<file path="config.mk">
export PLATFORM = sky130hd
export DESIGN_NAME = id_stage
export DESIGN_NICKNAME = d
export VERILOG_FILES = /design/src/verilog/cpu_isa_pkg.sv /design/src/verilog/pipe_ctrl_pkg.sv /design/src/verilog/controller.sv /design/src/verilog/regfile.sv /design/src/verilog/reg_scoreboard.sv /design/src/verilog/operand_hazard.sv /design/src/verilog/decode.sv /design/src/verilog/id_ex_reg.sv /design/src/verilog/id_stage.sv
export SDC_FILE = /design/constraint.sdc
export NUM_CORES = 1
export LEC_CHECK = 0
export BUFFER_PORTS_ARGS = -buffer_cell sky130_fd_sc_hd__buf_2
export CORE_MARGIN = 2
export CORE_UTILIZATION = 55
export CTS_BUF_LIST = sky130_fd_sc_hd__clkbuf_8
export DETAILED_ROUTE_END_ITERATION = 7
export PLACE_DENSITY = 0.75
export REMOVE_ABC_BUFFERS = 1
export SLEW_MARGIN = 5
export SYNTH_ARGS = -nofsm -noshare
export SYNTH_HDL_FRONTEND = slang
export SYNTH_HIERARCHICAL = 1
export SYNTH_SLANG_ARGS = --single-unit
</file>
<file path="constraint.sdc">
create_clock -name clk -period 4.1 [get_ports clk]
set_clock_uncertainty 0.2 [all_clocks]
set_input_delay 0.205 -clock clk [delete_from_list [all_inputs] [get_ports clk]]
set_output_delay 0.205 -clock clk [all_outputs]
set_load 0.01 [all_outputs]
</file>
<file path="src/verilog/cpu_isa_pkg.sv">
package cpu_isa_pkg;

   typedef logic [15:0] word_t;
   typedef logic [2:0]  reg_adr_t;

   localparam int NUM_REGS = 8;

   // instruction field positions.
   localparam int CLASS_LSB  = 14;
   localparam int RA_LSB     = 11;
   localparam int RB_LSB     = 8;
   localparam int IMM_OP_LSB = 11;
   localparam int OP_LSB     = 4;
   localparam int DISP_W     = 8;
   localparam int SHAMT_W    = 4;

   typedef enum logic [1:0] {
      LOAD  = 2'd0,
      STORE = 2'd1,
      IMM   = 2'd2,
      ARITH = 2'd3
   } inst_class_e;

   // 7 and 14 are reserved.
   typedef enum logic [3:0] {
      ADD = 4'd0,  SUB = 4'd1,  AND = 4'd2,  OR  = 4'd3,
      XOR = 4'd4,  CMP = 4'd5,  MOV = 4'd6,
      SLL = 4'd8,  SLR = 4'd9,  SRL = 4'd10, SRA = 4'd11,
      IN  = 4'd12, OUT = 4'd13, HLT = 4'd15
   } alu_op_e;

   // 4 to 7 are branches.
   typedef enum logic [2:0] {
      LI   = 3'd0,
      ADDI = 3'd1,
      SUBI = 3'd2,
      CMPI = 3'd3
   } imm_op_e;

endpackage

</file>
<file path="src/verilog/pipe_ctrl_pkg.sv">
package pipe_ctrl_pkg;

   typedef enum logic [0:0] {
      SRCA_REG,   // register port 2.
      SRCA_ZERO
   } src_a_sel_e;

   typedef enum logic [1:0] {
      SRCB_REG,   // register port 1.
      SRCB_IMM,   // extended displacement.
      SRCB_SHAMT
   } src_b_sel_e;

   typedef enum logic [1:0] {
      FWD_NONE = 2'd0,
      FWD_MEM  = 2'd1,   // result leaving the memory stage.
      FWD_WB   = 2'd2    // write-back value.
   } fwd_sel_e;

   typedef enum logic [0:0] {
      WB_ALU,
      WB_MEM
   } wb_sel_e;

endpackage

</file>
<file path="src/verilog/controller.sv">
`timescale 1ns/1ns

module controller import cpu_isa_pkg::*, pipe_ctrl_pkg::*; (
   input  word_t      inst_id,
   output alu_op_e    alu_op,
   output src_a_sel_e src_a_sel,
   output src_b_sel_e src_b_sel,
   output logic       mem_read,
   output logic       mem_write,
   output logic       regwrite,
   output logic       use_ra,
   output logic       use_rb,
   output logic       out_en,
   output logic       halt,
   output logic       is_load,
   output logic       dest_is_ra,
   output wb_sel_e    wb_sel
);

   inst_class_e cls;
   alu_op_e     op;
   imm_op_e     imm_op;

   assign cls    = inst_class_e'(inst_id[CLASS_LSB +: $bits(inst_class_e)]);
   assign op     = alu_op_e'(inst_id[OP_LSB +: $bits(alu_op_e)]);
   assign imm_op = imm_op_e'(inst_id[IMM_OP_LSB +: $bits(imm_op_e)]);

   always_comb begin
      alu_op     = ADD;   // no-operation defaults.
      src_a_sel  = SRCA_REG;
      src_b_sel  = SRCB_REG;
      mem_read   = 1'b0;
      mem_write  = 1'b0;
      regwrite   = 1'b0;
      use_ra     = 1'b0;
      use_rb     = 1'b0;
      out_en     = 1'b0;
      halt       = 1'b0;
      is_load    = 1'b0;
      dest_is_ra = 1'b0;
      wb_sel     = WB_ALU;
      case (cls)
         LOAD: begin
            src_b_sel  = SRCB_IMM;
            mem_read   = 1'b1;
            regwrite   = 1'b1;
            use_rb     = 1'b1;
            is_load    = 1'b1;
            dest_is_ra = 1'b1;
            wb_sel     = WB_MEM;
         end
         STORE: begin
            src_b_sel = SRCB_IMM;
            mem_write = 1'b1;
            use_ra    = 1'b1;
            use_rb    = 1'b1;
         end
         IMM: begin
            src_b_sel = SRCB_IMM;
            case (imm_op)
               LI: begin
                  src_a_sel = SRCA_ZERO;
                  regwrite  = 1'b1;
               end
               ADDI, SUBI: begin
                  alu_op   = (imm_op == SUBI) ? SUB : ADD;
                  regwrite = 1'b1;
                  use_rb   = 1'b1;
               end
               CMPI: begin
                  alu_op = CMP;
                  use_rb = 1'b1;
               end
               default: src_b_sel = SRCB_REG;   // branch.
            endcase
         end
         ARITH: begin
            case (op)
               ADD, SUB, AND, OR, XOR, CMP: begin
                  alu_op   = op;
                  regwrite = (op != CMP);
                  use_ra   = 1'b1;
                  use_rb   = 1'b1;
               end
               MOV, IN: begin
                  alu_op   = op;
                  regwrite = 1'b1;
                  use_ra   = (op == MOV);
               end
               SLL, SLR, SRL, SRA: begin
                  alu_op    = op;
                  src_b_sel = SRCB_SHAMT;
                  regwrite  = 1'b1;
                  use_rb    = 1'b1;
               end
               OUT: begin
                  alu_op = op;
                  use_ra = 1'b1;
                  out_en = 1'b1;
               end
               HLT: begin
                  alu_op = op;
                  halt   = 1'b1;
               end
               default: alu_op = ADD;   // reserved.
            endcase
         end
         default: alu_op = ADD;
      endcase
   end

endmodule

</file>
<file path="src/verilog/regfile.sv">
`timescale 1ns/1ns

module regfile import cpu_isa_pkg::*; (
   input  logic     clk,
   input  logic     reset,
   input  logic     regwrite,
   input  reg_adr_t ra_adr,
   input  reg_adr_t rb_adr,
   input  reg_adr_t regwrite_adr,
   input  word_t    regwrite_dat,
   output word_t    rd1,
   output word_t    rd2
);

   word_t regs [NUM_REGS];

   always_ff @(posedge clk) begin
      if (reset) begin
         for (int i = 0; i < NUM_REGS; i++) begin
            regs[i] <= '0;
         end
      end else if (regwrite) begin
         regs[regwrite_adr] <= regwrite_dat;
      end
   end

   // write-first bypass on both ports.
   assign rd1 = (regwrite && regwrite_adr == ra_adr) ? regwrite_dat : regs[ra_adr];
   assign rd2 = (regwrite && regwrite_adr == rb_adr) ? regwrite_dat : regs[rb_adr];

endmodule

</file>
<file path="src/verilog/reg_scoreboard.sv">
`timescale 1ns/1ns

module reg_scoreboard import cpu_isa_pkg::*; (
   input  logic       clk,
   input  logic       reset,
   input  logic       issue,
   input  logic       issue_is_load,
   input  reg_adr_t   issue_adr,
   output logic [1:0] age_ra,
   output logic [1:0] age_rb,
   output logic       load_ra,
   output logic       load_rb,
   input  reg_adr_t   ra_adr,
   input  reg_adr_t   rb_adr
);

   logic [1:0] age  [NUM_REGS];   // stages since the newest writer issued.
   logic       load [NUM_REGS];

   always_ff @(posedge clk) begin
      if (reset) begin
         for (int i = 0; i < NUM_REGS; i++) begin
            age[i]  <= 2'd0;
            load[i] <= 1'b0;
         end
      end else begin
         for (int i = 0; i < NUM_REGS; i++) begin
            if (issue && issue_adr == reg_adr_t'(i)) begin
               age[i]  <= 2'd1;
               load[i] <= issue_is_load;
            end else if (age[i] != 2'd0) begin
               age[i] <= age[i] + 2'd1;   // 3 wraps to 0.
               if (age[i] == 2'd3) begin
                  load[i] <= 1'b0;
               end
            end
         end
      end
   end

   assign age_ra  = age[ra_adr];
   assign age_rb  = age[rb_adr];
   assign load_ra = load[ra_adr];
   assign load_rb = load[rb_adr];

endmodule

</file>
<file path="src/verilog/operand_hazard.sv">
`timescale 1ns/1ns

module operand_hazard import pipe_ctrl_pkg::*; (
   input  logic       use_ra,
   input  logic       use_rb,
   input  logic       load_ra,
   input  logic       load_rb,
   input  logic       flushed,
   input  logic [1:0] age_ra,
   input  logic [1:0] age_rb,
   output fwd_sel_e   fwd_a,
   output fwd_sel_e   fwd_b,
   output logic       stall
);

   logic hold_ra;
   logic hold_rb;

   function automatic fwd_sel_e age_to_fwd(input logic used, input logic [1:0] age);
      fwd_sel_e sel;
      sel = FWD_NONE;
      if (used) begin
         case (age)
            2'd1:    sel = FWD_MEM;
            2'd2:    sel = FWD_WB;
            default: sel = FWD_NONE;   // age 3 reads through the bypass.
         endcase
      end
      return sel;
   endfunction

   // ====================
   // forwarding selects
   // ====================
   assign fwd_a = age_to_fwd(use_rb, age_rb);   // A reads rb.
   assign fwd_b = age_to_fwd(use_ra, age_ra);   // B reads ra.

   // ====================
   // load-use stall
   // ====================
   // loaded data is not ready until write-back.
   assign hold_ra = use_ra && load_ra && (age_ra == 2'd1);
   assign hold_rb = use_rb && load_rb && (age_rb == 2'd1);

   assign stall = (hold_ra || hold_rb) && !flushed;   // a flush drops the reader.

endmodule

</file>
<file path="src/verilog/decode.sv">
`timescale 1ns/1ns

module decode import cpu_isa_pkg::*, pipe_ctrl_pkg::*; (
   input  logic               clk,
   input  logic               reset,
   input  logic               flushed,
   input  logic               regwrite,
   input  word_t              inst_id,
   input  reg_adr_t           regwrite_adr,
   input  word_t              regwrite_dat,
   output word_t              rd1_id,
   output word_t              rd2_id,
   output word_t              imm_id,
   output logic [SHAMT_W-1:0] shamt_id,
   output alu_op_e            alu_op_id,
   output src_a_sel_e         src_a_sel_id,
   output src_b_sel_e         src_b_sel_id,
   output logic               mem_read_id,
   output logic               mem_write_id,
   output wb_sel_e            wb_sel_id,
   output logic               regwrite_id,
   output logic               out_en_id,
   output logic               halt_id,
   output fwd_sel_e           fwd_a_id,
   output fwd_sel_e           fwd_b_id,
   output reg_adr_t           regwrite_adr_id,
   output logic               stall
);

   reg_adr_t   ra_adr;
   reg_adr_t   rb_adr;
   logic       use_ra, use_rb;
   logic       is_load, dest_is_ra;
   logic       issue;
   logic [1:0] age_ra, age_rb;
   logic       load_ra, load_rb;

   assign ra_adr   = inst_id[RA_LSB +: $bits(reg_adr_t)];
   assign rb_adr   = inst_id[RB_LSB +: $bits(reg_adr_t)];
   assign shamt_id = inst_id[SHAMT_W-1:0];
   assign imm_id   = {{($bits(word_t) - DISP_W){inst_id[DISP_W-1]}}, inst_id[DISP_W-1:0]};

   assign regwrite_adr_id = dest_is_ra ? ra_adr : rb_adr;   // only LOAD writes ra.
   assign issue           = regwrite_id && !stall && !flushed;

   controller u_ctrl (
      .inst_id    (inst_id),
      .alu_op     (alu_op_id),
      .src_a_sel  (src_a_sel_id),
      .src_b_sel  (src_b_sel_id),
      .mem_read   (mem_read_id),
      .mem_write  (mem_write_id),
      .regwrite   (regwrite_id),
      .use_ra     (use_ra),
      .use_rb     (use_rb),
      .out_en     (out_en_id),
      .halt       (halt_id),
      .is_load    (is_load),
      .dest_is_ra (dest_is_ra),
      .wb_sel     (wb_sel_id)
   );

   regfile u_regfile ( .rd1(rd1_id), .rd2(rd2_id), .* );

   reg_scoreboard u_scoreboard ( .issue_is_load(is_load), .issue_adr(regwrite_adr_id), .* );

   operand_hazard u_hazard ( .fwd_a(fwd_a_id), .fwd_b(fwd_b_id), .* );

endmodule

</file>
<file path="src/verilog/id_ex_reg.sv">
`timescale 1ns/1ns

module id_ex_reg import cpu_isa_pkg::*, pipe_ctrl_pkg::*; (
   input  logic                clk,
   input  logic                reset,
   input  logic                bubble,
   input  word_t               rd1_id, rd2_id, imm_id,
   input  logic [SHAMT_W-1:0]  shamt_id,
   input  alu_op_e             alu_op_id,
   input  src_a_sel_e          src_a_sel_id,
   input  src_b_sel_e          src_b_sel_id,
   input  fwd_sel_e            fwd_a_id, fwd_b_id,
   input  logic                mem_read_id, mem_write_id,
   input  wb_sel_e             wb_sel_id,
   input  logic                regwrite_id,
   input  reg_adr_t            regwrite_adr_id,
   input  logic                out_en_id, halt_id,
   output word_t               rd1_ex, rd2_ex, imm_ex,
   output logic [SHAMT_W-1:0]  shamt_ex,
   output alu_op_e             alu_op_ex,
   output src_a_sel_e          src_a_sel_ex,
   output src_b_sel_e          src_b_sel_ex,
   output fwd_sel_e            fwd_a_ex, fwd_b_ex,
   output logic                mem_read_ex, mem_write_ex,
   output wb_sel_e             wb_sel_ex,
   output logic                regwrite_ex,
   output reg_adr_t            regwrite_adr_ex,
   output logic                out_en_ex, halt_ex
);

   // ====================
   // control fields
   // ====================
   always_ff @(posedge clk) begin
      if (reset || bubble) begin
         regwrite_ex  <= 1'b0;
         mem_read_ex  <= 1'b0;
         mem_write_ex <= 1'b0;
         out_en_ex    <= 1'b0;
         halt_ex      <= 1'b0;
         fwd_a_ex     <= FWD_NONE;
         fwd_b_ex     <= FWD_NONE;
      end else begin
         regwrite_ex  <= regwrite_id;
         mem_read_ex  <= mem_read_id;
         mem_write_ex <= mem_write_id;
         out_en_ex    <= out_en_id;
         halt_ex      <= halt_id;
         fwd_a_ex     <= fwd_a_id;
         fwd_b_ex     <= fwd_b_id;
      end
   end

   // ====================
   // operands and payload
   // ====================
   always_ff @(posedge clk) begin
      rd1_ex          <= rd1_id;
      rd2_ex          <= rd2_id;
      imm_ex          <= imm_id;
      shamt_ex        <= shamt_id;
      alu_op_ex       <= alu_op_id;
      src_a_sel_ex    <= src_a_sel_id;
      src_b_sel_ex    <= src_b_sel_id;
      wb_sel_ex       <= wb_sel_id;
      regwrite_adr_ex <= regwrite_adr_id;
   end

endmodule

</file>
<file path="src/verilog/id_stage.sv">
`timescale 1ns/1ns

module id_stage import cpu_isa_pkg::*, pipe_ctrl_pkg::*; (
   input  logic                clk,
   input  logic                reset,
   input  word_t               inst_id,
   input  logic                flushed,
   input  logic                regwrite,
   input  reg_adr_t            regwrite_adr,
   input  word_t               regwrite_dat,
   output word_t               rd1_ex, rd2_ex, imm_ex,
   output logic [SHAMT_W-1:0]  shamt_ex,
   output alu_op_e             alu_op_ex,
   output src_a_sel_e          src_a_sel_ex,
   output src_b_sel_e          src_b_sel_ex,
   output fwd_sel_e            fwd_a_ex, fwd_b_ex,
   output logic                mem_read_ex, mem_write_ex,
   output wb_sel_e             wb_sel_ex,
   output logic                regwrite_ex,
   output reg_adr_t            regwrite_adr_ex,
   output logic                out_en_ex, halt_ex,
   output logic                en_pc,
   output logic                en_ifid
);

   word_t              rd1_id, rd2_id, imm_id;
   logic [SHAMT_W-1:0] shamt_id;
   alu_op_e            alu_op_id;
   src_a_sel_e         src_a_sel_id;
   src_b_sel_e         src_b_sel_id;
   fwd_sel_e           fwd_a_id, fwd_b_id;
   logic               mem_read_id, mem_write_id;
   wb_sel_e            wb_sel_id;
   logic               regwrite_id;
   reg_adr_t           regwrite_adr_id;
   logic               out_en_id, halt_id;
   logic               stall;
   logic               bubble;

   decode u_decode ( .* );

   assign bubble = stall || flushed;   // killed or held instruction.

   id_ex_reg u_id_ex ( .* );

   // fetch holds while the load result is on its way.
   assign en_pc   = !stall;
   assign en_ifid = !stall;

endmodule

</file>
==> out/results.txt, run 1 <==
Final setup violation count -> 0
Mean Syn Cell Area -> 15.3 µm²
Worst Slack Setup Final -> 0.767 ns
I/O Pins -> 113
Yosys top cell area share -> 40.1%
Met3 Resource Use GR -> 3.92%
Area grow syn2layout -> 14.6%
Worst hold path type -> in2reg
Inserted Clock Buffers -> 38
CTS tree -> yes
Synth top area cells -> edfxtp_1, mux4_1, dfxtp_1, and2_1, mux2_2
Max Cap Viol -> 0
Leading area contributor after synthesis -> edfxtp_1
Final period util -> 81.3%
Die Wd -> 148 µm
Maximum clock insertion buffer count -> 3
Tmin final -> 3.33 ns
Root Driver -> clkbuf_8
WP data arrival -> 3.39 ns
CP bufs+invs -> 0
Ys Warns -> 6
Worst VDD drop -> 0.285 mV
Fmax -> 0.300 GHz
Core Rows -> 52
DR iter-0 viols -> 436
Vias in the first global route -> 7427
Clock Latency Late Sink -> 0.53 ns
Main synth FF type -> edfxtp_1
RSZ-0062 raised after global routing -> no
Count of different cell masters after synthesis -> 51
Die extent in y -> 148 µm
Via/cell ratio -> 5.90
Worst path max stage delay -> 0.56 ns
First drt pass iteration count -> 5
Cell Chain, Critical Path -> mux4_1 > mux2_2 > nand4b_1 > a21oi_1 > nor3b_1 > or4b_1 > or3b_2
I/O Buffers -> 112
Rel. slew slack -> 41.0%
Share of cells above drive strength 1 -> 32.7%
Leak Pwr -> 5.30 nW
Worst-margin pin slew -> 0.874 ns
Vias -> 6927
Number of routed nets with antenna violations -> 0
Ys async rst share -> 0%
Met1 Usage GRT -> 30.4%
DRC Markers -> 0
Placed cells -> 1076
Non-Filler Instances -> 1175
Drt total wl -> 27800 µm
H-tree depth -> 2
DP Area -> 0.0120 mm²
CP max-delay cell -> or4b_1
Commonest non-fill, non-tap cell in the layout -> edfxtp_1
Initial antenna violation count -> 0
Grt ovf -> 0
Core Util, Final -> 64.3%
Worst setup path class -> reg2reg
Core area -> 0.0203 mm²
Status -> finished clean
Worst-path clk slew -> 0.06 ns
Dpl ws -> 0.830 ns
Finished Cell Area -> 0.0131 mm²
Dpl hpwl -> 17400 µm
Post-CTS Setup Inserts -> 0
Final Hold Slack -> 0.0771 ns
Met2 Use GR -> 46.9%
Design Power -> 5.93 mW
Initial Util -> 56.1%
Crit path max-delay family -> simple AND/OR/NAND/NOR gates
Number of flops mapped to enable cells by yosys -> 152
Most Crowded Layer GR -> met2
Most frequent cells in the layout -> edfxtp_1, and2_1, buf_2
First-pass GRT wire length -> 41900 µm
Routed len/inst -> 23.7 µm
Largest net degree at the start of global routing -> 50
RD Place Congestion -> 0.892
Post-synthesis register bit count -> 224
Clock sinks -> 224
GRT Total Usage -> 25.7%
Netlist Area Pre-Place -> 0.0114 mm²
Sequential cell area fraction in the yosys report -> 52.7%
Final setup TNS -> 0 ns
P per Cell Area -> 454 mW/mm²
Critical Path RT -> 4.16 ns
Final nets -> 931
Crit end category -> flop
Die ar. -> 0.0219 mm²
Max-slew violations -> 0
Final Hold Fails -> 0
CP Launch Type -> flop
Antenna diodes -> 0
Post-Syn Instances -> 744
Max FO, Critical Path -> 5
==> final cells by class <==
type	instances	area, µm²
clock buffers	49	674
inverters	19	71.3
well taps	270	338
repair buffers	162	1010
flip-flops and latches	224	6010
multi-input cells	431	4840
fillers	1475	7240
clock inverters	20	115
==> final timing paths <==
check                                                        to                            start  slack (ns)  cells past startpoint
worst max-delay path              u_decode/u_scoreboard/load[0]  u_decode/u_scoreboard/age[0][0]        0.77                      7
worst min-delay path                        u_id_ex/fwd_a_ex[0]                       inst_id[9]        0.08                      4
worst max register to register    u_decode/u_scoreboard/load[0]  u_decode/u_scoreboard/age[0][0]        0.77                      7
worst min register to register  u_decode/u_scoreboard/age[6][0]  u_decode/u_scoreboard/age[6][0]        0.49                      1
==> worst reg2reg max path, delay by kind of cell, from the launching register on <==
| kind | cells | cell delay (ns) |
|---|---|---|
| muxes | 2 | 0.85 |
| DFF | 1 | 0.47 |
| and+or+nand+nor | 4 | 1.40 |
| AOI/OAI and AO/OA | 1 | 0.13 |
==> cells by family after synthesis <==
logic type               after synthesis  share of synthesized area [%]
AO/OA/AOI/OAI                         23                           1.27
multiplexers                         150                           25.1
buffers and inverters                 89                           4.80
flip-flops                           224                           52.7
XOR/XNOR                               7                          0.538
AND/OR/NAND/NOR                      235                           13.9
adder cells (fa/ha/maj)               16                           1.76
==> flip-flops by register name, indices dropped and copies added, names as in the netlist, 2 cells and up <==
register and flops:
u_id_ex/regwrite_adr_ex 3, u_id_ex/rd1_ex 16, u_id_ex/shamt_ex 4, u_decode/u_scoreboard/age 16, u_id_ex/src_b_sel_ex 2, u_id_ex/imm_ex 16, u_decode/u_regfile/regs 128, u_decode/u_scoreboard/load 8
u_id_ex/rd2_ex 16, u_id_ex/alu_op_ex 4, u_id_ex/fwd_b_ex 2, u_id_ex/fwd_a_ex 2
==> report_power, final <==
| group | total (mW) | switching (mW) | internal [mW] |
|---|---|---|---|
| combinational | 1.06 | 0.513 | 0.552 |
| clock | 2.02 | 0.881 | 1.14 |
| sequential | 2.85 | 0.156 | 2.69 |
==> cell usage after synthesis (5+ instances only) <==
master / number
a21oi_1: 11
and2_1: 129
buf_2: 5
buf_4: 25
buf_6: 15
clkbuf_1: 25
dfxtp_1: 72
edfxtp_1: 152
ha_1: 16
inv_1: 19
mux2_2: 62
mux2_4: 11
mux4_1: 72
nand2_1: 11
nand3b_1: 8
nand4b_1: 5
nor2_1: 12
nor3b_1: 5
nor3b_2: 9
nor4bb_1: 6
or2_2: 14
or3b_2: 5
xnor2_1: 6
==> timing repair <==
action / 4_1_cts / 5_1_grt
gates resized for setup: 0 / 0
hold buffers: 30 / 0
endpoints found under the hold margin: 192 / 0
==> routing by layer <==
metal / share of wire [%] / up-vias
li1: - / 3104
met1: 38 / 3469
met2: 52 / 284
met3: 5.9 / 70
met4: 3.6 / 0
met5: 0 / -
(Power assumes the default switching activity.)
==> inputs of run 2 (changes only) <==
--- a/config.mk
+++ b/config.mk
@@ -10,7 +10,7 @@
 export CORE_UTILIZATION = 55
 export CTS_BUF_LIST = sky130_fd_sc_hd__clkbuf_8
 export DETAILED_ROUTE_END_ITERATION = 7
-export PLACE_DENSITY = 0.75
+export PLACE_DENSITY = 0.78
 export REMOVE_ABC_BUFFERS = 1
 export SLEW_MARGIN = 5
 export SYNTH_ARGS = -nofsm -noshare
==> constraint.sdc (replaced) <==
create_clock -name clk -period 2.67 [get_ports clk]
set_clock_uncertainty 0.2 [all_clocks]
set_input_delay 0.1335 -clock clk [delete_from_list [all_inputs] [get_ports clk]]
set_output_delay 0.1335 -clock clk [all_outputs]
set_load 0.01 [all_outputs]
==> run 2 against run 1 <==
Against the previous run:
- the flow now finishes with violations (setup timing)
- clock power increased by 54%
- sequential power up 52%
- combinational power up 95%
- worst hold slack worse by 0.046 ns
- global-route usage fell by 0.87 points
- sequential cell count did not move
- via count grew 3.3%
- largest power group unchanged
- final area up 3.8%
- critical endpoint unchanged
- cell count is 4.3% higher
==> out/results.txt, run 2 (same netlist as run 1, synthesis figures left out) <==
CTS tree -> yes
Core Util, Final -> 66.8%
Via/cell ratio -> 5.83
Dpl hpwl -> 17000 µm
Core area -> 0.0203 mm²
Leak Pwr -> 5.56 nW
DR iter-0 viols -> 401
I/O Buffers -> 112
Dpl ws -> -0.355 ns
Crit path max-delay family -> simple AND/OR/NAND/NOR gates
Core Rows -> 52
Antenna diodes -> 0
NetSw -> 2.53 mW
Final setup violation count -> 47
Worst VDD drop -> 0.672 mV
Rel. slew slack -> 56.5%
Worst-path clk slew -> 0.06 ns
P per Cell Area -> 701 mW/mm²
Cell Chain, Critical Path -> mux4_2 > mux2_4 > nand4b_1 > a21oi_2 > nor3b_4 > or4b_4 > or3b_2
Largest net degree at the start of global routing -> 50
Largest Register -> u_decode/u_regfile/regs
Clock network fraction of total power -> 32.7%
Commonest non-fill, non-tap cell in the layout -> edfxtp_1
Initial antenna violation count -> 0
Final period util -> 108%
CP bufs+invs -> 0
Worst hold path type -> in2reg
RSZ-0062 raised after global routing -> yes
Die extent in y -> 148 µm
Share of cells above drive strength 1 -> 38.5%
Number of routed nets with antenna violations -> 0
WP data arrival -> 2.94 ns
Die Wd -> 148 µm
Vias -> 7153
Routed len/inst -> 22.6 µm
First drt pass iteration count -> 6
Pint -> 6.97 mW
Worst-margin pin slew -> 0.652 ns
Worst Slack Setup Final -> -0.221 ns
Comb pwr share -> 21.8%
Max FO, Critical Path -> 4
DRC Markers -> 0
Crit end category -> flop
Root Driver -> clkbuf_8
CP Launch Type -> flop
Switching Share -> 26.7%
Inserted Clock Buffers -> 39
Status -> finished, violations left
Area grow syn2layout -> 19.0%
Grt ovf -> 0
Final nets -> 980
Most frequent cells in the layout -> edfxtp_1, and2_1, buf_2
Fmax -> 0.346 GHz
CP max-delay cell -> or4b_4
Maximum clock insertion buffer count -> 3
RD Place Congestion -> 0.831
Initial Util -> 56.1%
Max Cap Viol -> 0
Violated checks -> setup timing
Tmin final -> 2.89 ns
Drt total wl -> 27700 µm
Worst setup path class -> reg2reg
Clock Latency Late Sink -> 0.54 ns
H-tree depth -> 2
Final Hold Fails -> 0
GRT Total Usage -> 24.9%
First-pass GRT wire length -> 40800 µm
Max-slew violations -> 0
Sequential share of power -> 45.5%
Die ar. -> 0.0219 mm²
Vias in the first global route -> 7359
Worst path max stage delay -> 0.52 ns
Critical Path RT -> 2.72 ns
I/O Pins -> 113
Max reg flops -> 128
Clock sinks -> 224
==> run 2: final cells by class <==
class	count	area, µm²
fillers	1386	6740
flip-flops and latches	224	6010
multi-input cells	431	4940
repair buffers	210	1410
clock buffers	51	702
well taps	270	338
clock inverters	21	95.1
inverters	19	73.8
==> run 2: what timing repair did <==
action	CTS	global route
gates resized for setup	20	17
setup endpoints to repair	50	50
hold buffers	30	0
buffers inserted	2	4
pin swaps	6	6
endpoints found under the hold margin	197	0
==> run 2: metal layers <==
layer / GRT usage [%] / wire length (µm) / vias up
met5: 0 / 0 / -
met4: 10.0 / 943 / 0
met3: 4.32 / 1980 / 77
met2: 44.3 / 14200 / 345
met1: 30.1 / 10600 / 3529
li1: - / - / 3202
==> run 2: path summary, 6_finish.rpt <==
| kind | slack, ns | startpoint | depth (start not counted) | end |
|---|---|---|---|---|
| worst max register to register | -0.22 | u_decode/u_scoreboard/age[7][0] | 7 | u_decode/u_scoreboard/load[0] |
| worst min-delay path | 0.03 | regwrite | 4 | u_id_ex/rd2_ex[3] |
| worst max-delay path | -0.22 | u_decode/u_scoreboard/age[7][0] | 7 | u_decode/u_scoreboard/load[0] |
| worst min register to register | 0.55 | u_decode/u_scoreboard/age[7][0] | 2 | u_decode/u_scoreboard/age[7][0] |
==> run 2: power groups by stage <==
| stage | Clock (mW) | Sequential, mW | Combinational (mW) |
|---|---|---|---|
| 5_1_grt | 3.30 | 4.36 | 2.19 |
| 3_5_place_dp | 0 | 4.38 | 1.88 |
| 4_1_cts | 3.16 | 4.32 | 1.99 |
| 3_3_place_gp | 0 | 4.34 | 1.83 |
| 2_1_floorplan | 0 | 4.40 | 0.973 |
| 6_report | 3.11 | 4.32 | 2.07 |
==> run 2: tightest hold or removal path, delay by kind of cell <==
family	cells	cell delay [ns]
simple gates	1	0.11
mux	1	0.17
buf+inv	2	0.33
==> run 2: through the flow <==
step	setup TNS [ns]	hold slack, ns	area (µm²)	cells	total power [mW]
finish	-4.50	0.0311	13600	1226	9.50
global placement	-5.88	0.0445	12300	1118	6.17
detailed placement	-8.60	0.0490	12300	1118	6.26
floorplan	-11.51	-0.0388	10900	674	5.37
CTS	-4.00	0.00401	13400	1222	9.47
global route	-8.13	0.0380	13600	1226	9.86
